[config.mk]
export PLATFORM = sky130hd
export DESIGN_NAME = dual_issue_frontend
export DESIGN_NICKNAME = d
export VERILOG_FILES = /design/src/isa_pkg.sv /design/src/issue_pkg.sv /design/src/issue_steer.sv /design/src/split_fsm.sv /design/src/fetch_counter.sv /design/src/issue_stage_reg.sv /design/src/dual_issue_frontend.sv
export VERILOG_INCLUDE_DIRS = /design/src /design/src/src
export SDC_FILE = /design/constraint.sdc
export NUM_CORES = 1
export LEC_CHECK = 0
export BUFFER_PORTS_ARGS = -buffer_cell sky130_fd_sc_hd__buf_4
export CAP_MARGIN = 20
export CORE_MARGIN = 3
export CORE_UTILIZATION = 48
export CTS_CLUSTER_SIZE = 40
export DETAILED_ROUTE_END_ITERATION = 10
export GPL_TIMING_DRIVEN = 0
export MAX_ROUTING_LAYER = met4
export PLACE_DENSITY = 0.83
export SKIP_LAST_GASP = 1
export SYNTH_ARGS = -nofsm -noshare
export SYNTH_HDL_FRONTEND = slang
export SYNTH_SLANG_ARGS = --single-unit
export TNS_END_PERCENT = 20
[constraint.sdc]
create_clock -name clk -period 6.09 [get_ports clk]
set_input_delay 0.609 -clock clk [delete_from_list [all_inputs] [get_ports clk]]
set_output_delay 0.609 -clock clk [all_outputs]
set_load 0.02 [all_outputs]
[src/issue_config.svh]
`ifndef ISSUE_CONFIG_SVH
`define ISSUE_CONFIG_SVH

// word widths.
`define INST_WIDTH 32
`define ADDR_WIDTH 16
`define TS_WIDTH   48
`define TAG_WIDTH  4

// opcode field in the instruction word.
`define OPCODE_MSB 31
`define OPCODE_LSB 26

// branch-class ops hiding in the alu quadrants.
`define OP_CMP   6'b001010
`define OP_TEST  6'b001011
`define OP_CMPI  6'b011010
`define OP_TESTI 6'b011011

`define NOP_INST  32'h0000_0000
`define SLOT0_TAG 4'd2
`define SLOT1_TAG 4'd3

`endif

[src/isa_pkg.sv]
`default_nettype none

`include "issue_config.svh"

package isa_pkg;

  // one instruction word.
  typedef logic [`INST_WIDTH-1:0] inst_t;

  typedef logic [`OPCODE_MSB-`OPCODE_LSB:0] opcode_t;

  // word address into instruction memory.
  typedef logic [`ADDR_WIDTH-1:0] addr_t;

  // which pipe an instruction must go to.
  // pipe_none runs on either lane.
  typedef enum logic [1:0] {
    pipe_none,
    pipe_branch,
    pipe_memory
  } pipe_class_e;

endpackage

`default_nettype wire

[src/issue_pkg.sv]
`default_nettype none

`include "issue_config.svh"

package issue_pkg;

  import isa_pkg::*;

  typedef logic [`TS_WIDTH-1:0] ts_t; // free-running cycle count.

  // slot tag on top, low timestamp bits below.
  typedef logic [`TAG_WIDTH+`TS_WIDTH-1:0] inst_id_t;

  // what leaves the front end on each lane.
  typedef struct packed {
    inst_t    inst;
    addr_t    pc;
    inst_id_t id;
  } issue_lane_t;

  // router output, before the id is stamped.
  typedef struct packed {
    inst_t inst;
    addr_t pc;
    logic  slot; // fetch slot it came from.
  } steer_lane_t;

  typedef enum logic {
    st_pair,
    st_second
  } split_state_e;

endpackage

`default_nettype wire

[src/issue_steer.sv]
`default_nettype none

`include "issue_config.svh"

module issue_steer
  import isa_pkg::*;
  import issue_pkg::*;
(
  input  inst_t       inst0,
  input  inst_t       inst1,
  input  addr_t       pc,
  input  logic        second_half,
  output steer_lane_t steer0,
  output steer_lane_t steer1,
  output logic        conflict
);

  localparam steer_lane_t nop_lane = '{inst: `NOP_INST, pc: '0, slot: 1'b0};

  pipe_class_e cls0;
  pipe_class_e cls1;
  pipe_class_e lane0_cls;
  steer_lane_t src0;
  steer_lane_t src1;

  function automatic pipe_class_e classify(input inst_t inst);
    opcode_t op;
    op = inst[`OPCODE_MSB:`OPCODE_LSB];
    if (op == '0) begin
      classify = pipe_none;
    end else if (op == `OP_CMP || op == `OP_TEST) begin
      classify = pipe_branch;
    end else if (op == `OP_CMPI || op == `OP_TESTI) begin
      classify = pipe_branch;
    end else begin
      case (op[5:4])
        2'b10:   classify = pipe_memory; // loads and stores.
        2'b11:   classify = pipe_branch; // jumps.
        default: classify = pipe_none;
      endcase
    end
  endfunction

  assign cls0 = classify(inst0);
  assign cls1 = classify(inst1);

  // slot 1 lives one word above the pair address.
  assign src0 = '{inst: inst0, pc: pc, slot: 1'b0};
  assign src1 = '{inst: inst1, pc: pc + addr_t'(1), slot: 1'b1};

  assign conflict = (cls0 == cls1) && (cls0 != pipe_none);

  always_comb begin
    steer0 = src0;
    steer1 = src1;
    case ({cls0, cls1})
      {pipe_branch, pipe_branch}: begin
        steer0 = second_half ? src1 : src0; // both on lane 0, one per cycle.
        steer1 = nop_lane;
      end
      {pipe_memory, pipe_memory}: begin
        steer0 = nop_lane;
        steer1 = second_half ? src1 : src0;
      end
      {pipe_memory, pipe_branch},
      {pipe_memory, pipe_none},
      {pipe_none, pipe_branch}: begin
        steer0 = src1; // swap.
        steer1 = src0;
      end
      default: begin
        steer0 = src0;
        steer1 = src1;
      end
    endcase
  end

  assign lane0_cls = classify(steer0.inst);

  // the branch pipe never gets a load or store, split or not.
  a_no_mem_lane0: assert final (lane0_cls != pipe_memory);

endmodule

`default_nettype wire

[src/split_fsm.sv]
`default_nettype none

module split_fsm
  import issue_pkg::*;
(
  input  logic clk,
  input  logic arst_n,
  input  logic conflict,
  input  logic stall,
  output logic second_half,
  output logic hold_pc
);

  split_state_e state;
  split_state_e state_nxt;

  always_comb begin
    state_nxt = state;
    case (state)
      st_pair: begin
        if (conflict) begin
          state_nxt = st_second;
        end
      end
      st_second: state_nxt = st_pair; // second half always takes one cycle.
      default:   state_nxt = st_pair;
    endcase
  end

  always_ff @(posedge clk or negedge arst_n) begin
    if (!arst_n) begin
      state <= st_pair;
    end else if (!stall) begin
      state <= state_nxt;
    end
  end

  assign second_half = (state == st_second);
  assign hold_pc     = (state == st_pair) && conflict; // keep the pair for another cycle.

  // pc is held, so the same conflicting pair must still be on the fetch bus.
  a_second_has_conflict: assert property (
    @(posedge clk) disable iff (!arst_n)
    state == st_second |-> conflict
  );

endmodule

`default_nettype wire

[src/fetch_counter.sv]
`default_nettype none

module fetch_counter
  import isa_pkg::*;
  import issue_pkg::*;
(
  input  logic  clk,
  input  logic  arst_n,
  input  logic  stall,
  input  logic  hold_pc,
  output addr_t fetch_pc,
  output ts_t   timestamp
);

  // pair address, steps a full pair at a time.
  always_ff @(posedge clk or negedge arst_n) begin
    if (!arst_n) begin
      fetch_pc <= '0;
    end else if (!stall && !hold_pc) begin
      fetch_pc <= fetch_pc + addr_t'(2);
    end
  end

  // runs through stalls too.
  always_ff @(posedge clk or negedge arst_n) begin
    if (!arst_n) begin
      timestamp <= '0;
    end else begin
      timestamp <= timestamp + ts_t'(1);
    end
  end

  a_pc_aligned: assert property (
    @(posedge clk) disable iff (!arst_n)
    fetch_pc[0] == 1'b0
  );

endmodule

`default_nettype wire

[src/issue_stage_reg.sv]
`default_nettype none

`include "issue_config.svh"

module issue_stage_reg
  import issue_pkg::*;
(
  input  logic        clk,
  input  logic        arst_n,
  input  logic        stall,
  input  steer_lane_t steer0,
  input  steer_lane_t steer1,
  input  ts_t         timestamp,
  output issue_lane_t lane0,
  output issue_lane_t lane1
);

  localparam issue_lane_t idle_lane = '{inst: `NOP_INST, pc: '0, id: '0};

  // tag by fetch slot, empty lanes carry no id.
  function automatic issue_lane_t stamp(input steer_lane_t s, input ts_t ts);
    inst_id_t id;
    if (s.inst == `NOP_INST) begin
      id = '0;
    end else begin
      id = {(s.slot ? `SLOT1_TAG : `SLOT0_TAG), ts};
    end
    stamp = '{inst: s.inst, pc: s.pc, id: id};
  endfunction

  always_ff @(posedge clk or negedge arst_n) begin
    if (!arst_n) begin
      lane0 <= idle_lane;
      lane1 <= idle_lane;
    end else if (!stall) begin
      lane0 <= stamp(steer0, timestamp);
      lane1 <= stamp(steer1, timestamp);
    end
  end

  // lane 1 is the memory pipe, a jump there means the router got it wrong.
  a_no_jump_lane1: assert property (
    @(posedge clk) disable iff (!arst_n)
    lane1.inst[`OPCODE_MSB:`OPCODE_MSB-1] != 2'b11
  );

endmodule

`default_nettype wire

[src/dual_issue_frontend.sv]
`default_nettype none

module dual_issue_frontend
  import isa_pkg::*;
  import issue_pkg::*;
(
  input  logic        clk,
  input  logic        arst_n,
  input  logic        stall,
  input  inst_t       inst0,
  input  inst_t       inst1,
  output addr_t       fetch_pc,
  output issue_lane_t lane0,
  output issue_lane_t lane1,
  output logic        split_busy
);

  ts_t         timestamp;
  steer_lane_t steer0;
  steer_lane_t steer1;
  logic        conflict;
  logic        second_half;
  logic        hold_pc;

  fetch_counter u_fetch_counter (
    .clk       (clk),
    .arst_n    (arst_n),
    .stall     (stall),
    .hold_pc   (hold_pc),
    .fetch_pc  (fetch_pc),
    .timestamp (timestamp)
  );

  issue_steer u_issue_steer (
    .inst0       (inst0),
    .inst1       (inst1),
    .pc          (fetch_pc),
    .second_half (second_half),
    .steer0      (steer0),
    .steer1      (steer1),
    .conflict    (conflict)
  );

  split_fsm u_split_fsm (
    .clk         (clk),
    .arst_n      (arst_n),
    .conflict    (conflict),
    .stall       (stall),
    .second_half (second_half),
    .hold_pc     (hold_pc)
  );

  issue_stage_reg u_issue_stage_reg (
    .clk       (clk),
    .arst_n    (arst_n),
    .stall     (stall),
    .steer0    (steer0),
    .steer1    (steer1),
    .timestamp (timestamp),
    .lane0     (lane0),
    .lane1     (lane1)
  );

  assign split_busy = hold_pc; // first half of a split pair is going out.

endmodule

`default_nettype wire

==> impl_metrics.py <==
metrics = {
    "setup_path": {
        "cp_slowest_cell": "a2111oi_2",
        "worst-setup-path-type": "primary input to register",
        "cp-start-kind": "primary input",
        "r2r-start": "u_fetch_counter.timestamp[12]",
        "r2r-end": "u_fetch_counter.timestamp[47]",
        "worst_path_largest_cell_delay_ns": 0.99,
        "crit_fanout": 10,
        "arrival_ns": 3.22,
        "worstPathRequired_ns": 6.48,
        "r2r_slack_ns": 3.50,
        "end_kind": "register",
        "crit_chain": "buf_4 -> or4_1 -> nor3_1 -> nand4_1 -> a2111oi_2 -> clkbuf_1 -> a21oi_1",
        "reg2regPathDepth": 7,
    },
    "sta": {
        "min_period_ns": 2.83,
        "worst_pin_slew_ns": 1.06,
        "rsz0062_at_grt": "false",
        "maxSlewViolCount": 0,
        "skew_ns": 0.0187,
        "fin_setup_tns_ns": 0,
        "fin_crit_sh_pct": 46.5,
        "max_slew_margin_pct": 29.3,
        "hold_viol": 0,
        "fmax_mhz": 353,
        "setup_viol": 0,
    },
    "power_and_ir_drop": {
        "clkPwrFrac_pct": 38.7,
        "switching_share_pct": 27.8,
        "internal_power_mw": 3.21,
        "comb_power_share_pct": 17.1,
        "power.density_nw_per_um2": 305,
        "finalPower_mw": 4.45,
        "p_seq_share_pct": 44.2,
        "vdd.ir_drop.worst_mv": 0.166,
        "p_sw_mw": 1.24,
        "leakage_nw": 7.02,
    },
    "floorplan": {
        "dieHeight_um": 158,
        "design.die.area_um2": 25100,
        "fp-row-count": 55,
        "start_util_pct": 49.1,
        "die_x_um": 158,
        "io_pins": 284,
        "core-area_um2": 22700,
    },
    "synthesis": {
        "synth.avg_cell_area_um2": 10.5,
        "synth_ff_type": "dfrtp_1",
        "synth_area_um2": 11200,
        "yosys.area.top_type": "dfrtp_1",
        "yosysTopAreaCellShare_pct": 58.3,
        "ys_seq_area_share_pct": 58.3,
        "synth_seq_cells": 260,
        "ys_async_sr_fraction_pct": 100,
        "synth.most_common_cell": "dfrtp_1",
        "synth_edf_count": 0,
        "yosys_warnings": 0,
        "synthTopCellsByArea": "dfrtp_1 (58%), nand2_1 (5.8%), a21oi_1 (5.2%)",
        "synthCells": 1064,
        "synth_common_cells": "dfrtp_1 (260), nand2_1 (173), a21oi_1 (117)",
        "yosys.cell_types.count": 58,
    },
    "global_routing": {
        "antenna_found_initial": 0,
        "grt_pass1_vias": 9482,
        "overflow": 0,
        "grt_usage_pct": 27.2,
        "grt_max_degree": 95,
        "grt_pass1_wl_um": 52400,
    },
    "routing": {
        "viasPerCell": 5.70,
        "wl_per_cell_um": 20.3,
        "initialDrtViolationCount": 725,
        "via_count": 9560,
        "first_pass_iters": 5,
        "wl_um": 34100,
        "antenna_left": 0,
        "drc_errors": 0,
    },
    "clock_network": {
        "ctsLongestPathBuffers": 3,
        "cts_num_sinks": 260,
        "clock-root-buffer": "clkbuf_16",
        "cts_setup_buffers": 0,
        "cts_hold_buf": 0,
        "cts_buffers": 26,
        "clk_latency_ns": 0.53,
        "ctsResizeCount": 0,
        "cts_tree": "yes",
        "clk_pin_slew_ns": 0.06,
        "htreeDepth": 1,
    },
    "placed_design": {
        "gp_congestion": 0.903,
        "hpwl_um": 25000,
        "place.port_buffers": 277,
    },
    "final_layout": {
        "seq_area_um2": 6510,
        "nets": 1444,
        "nFillCells": 1824,
        "fin_util_pct": 64.3,
        "area_growth_pct": 30.8,
        "antennaDiodeCount": 0,
        "multi_input_area_um2": 4270,
        "drive_gt1_share_pct": 26.1,
    },
    "flow_run": {
        "max_cap_viol_count": 0,
    },
    "hold_path": {
        "worstHoldPathType": "primary input to async pin",
    },
    "run_status": {
        "status": "complete, no violations",
    },
}
-- flip-flops by register name, summed over array words and instances (netlist names) --
name and flops:
u_issue_stage_reg.lane0 98, u_fetch_counter.fetch_pc 15, u_split_fsm.second_half 1, u_issue_stage_reg.lane1 98, u_fetch_counter.timestamp 48
-- area by class of cell --
| class | count | area share (%) |
|---|---|---|
| multi-input combinational | 724 | 29.2 |
| tap | 285 | 2.44 |
| timing repair buffer | 279 | 14.7 |
| inverter | 14 | 0.360 |
| buffer | 70 | 2.39 |
| sequential | 260 | 44.6 |
| clock buffer | 34 | 4.94 |
| clock inverter | 12 | 1.36 |
-- how the worst max path moves through the flow --
stage	from	endpoint	depth (start not counted)
after floorplan	inst1[12]	u_issue_stage_reg.lane1[48]	6
after global placement	arst_n	u_issue_stage_reg.lane0[14]	1
after detailed placement	inst1[12]	u_issue_stage_reg.lane0[32]	7
after CTS	inst1[12]	u_issue_stage_reg.lane0[32]	7
after global routing	inst0[31]	u_issue_stage_reg.lane0[40]	8
final	inst1[12]	u_issue_stage_reg.lane0[32]	7
-- critical path: cells and delay by family --
kind	cells	cell delay, ns
compound gates	2	1.07
buf+inv	2	0.60
simple gates	3	0.93
-- through the flow --
step	std cells	hold WS [ns]	instance area [µm²]	setup slack, ns
2_1_floorplan	1068	0.313	11200	3.57
3_3_place_gp	1630	0.461	13600	2.30
3_5_place_dp	1632	0.470	13700	2.69
4_1_cts	1678	0.0701	14600	3.31
5_1_grt	1678	0.0935	14600	3.13
6_report	1678	0.0490	14600	3.26
-- per-layer routing --
metal	up-vias	GRT usage [%]	wire length, µm
met3	69	5.57	2890
met2	397	44.4	16600
met1	4764	34.6	13700
met5	-	-	0
li1	4330	-	-
met4	0	7.91	975
-- layout by cell type (no fill, tap or decap), types with 4 or more instances in the layout --
cell | synthesis | final
buf_6 | 6 | 6
a22oi_1 | 33 | 33
xnor2_1 | 53 | 53
a22o_1 | 30 | 30
nor3_1 | 5 | 5
conb_1 | 1 | 5
clkinv_2 | 0 | 5
mux2_2 | 6 | 6
mux2i_1 | 13 | 13
inv_1 | 14 | 14
and2_1 | 5 | 5
clkbuf_1 | 49 | 53
dfrtp_1 | 260 | 260
bufinv_16 | 0 | 5
a21oi_1 | 117 | 117
nand3_1 | 36 | 36
buf_4 | 7 | 283
nor3b_1 | 6 | 6
clkbuf_16 | 0 | 26
buf_2 | 4 | 4
nor2_1 | 19 | 19
nand2_1 | 173 | 173
nand4_1 | 18 | 18
o21ai_0 | 56 | 56
xor2_1 | 7 | 7
and4_1 | 4 | 4
and3_1 | 33 | 33
nor4_1 | 12 | 12
a21oi_2 | 7 | 7
clkbuf_8 | 0 | 4
nand2b_1 | 50 | 50
-- power by group through the flow --
stage | clock, mW | combinational, mW | sequential, mW
after floorplan | 0 | 0.234 | 2.12
after global placement | 0 | 0.746 | 1.99
after detailed placement | 0 | 0.762 | 2.00
after CTS | 1.74 | 0.764 | 1.96
after global routing | 1.82 | 0.820 | 1.98
final | 1.72 | 0.761 | 1.97
-- cell families after synthesis --
logic type	count (synthesis)	synth area share [%]
adder cells (fa/ha/maj)	2	0.224
buffers and inverters	84	3.60
multiplexers	19	1.77
other	1	0.0336
AND/OR/NAND/NOR	378	17.1
XOR/XNOR	60	4.71
AO/OA/AOI/OAI	260	14.3
flip-flops	260	58.3
(Power assumes the default switching activity.)
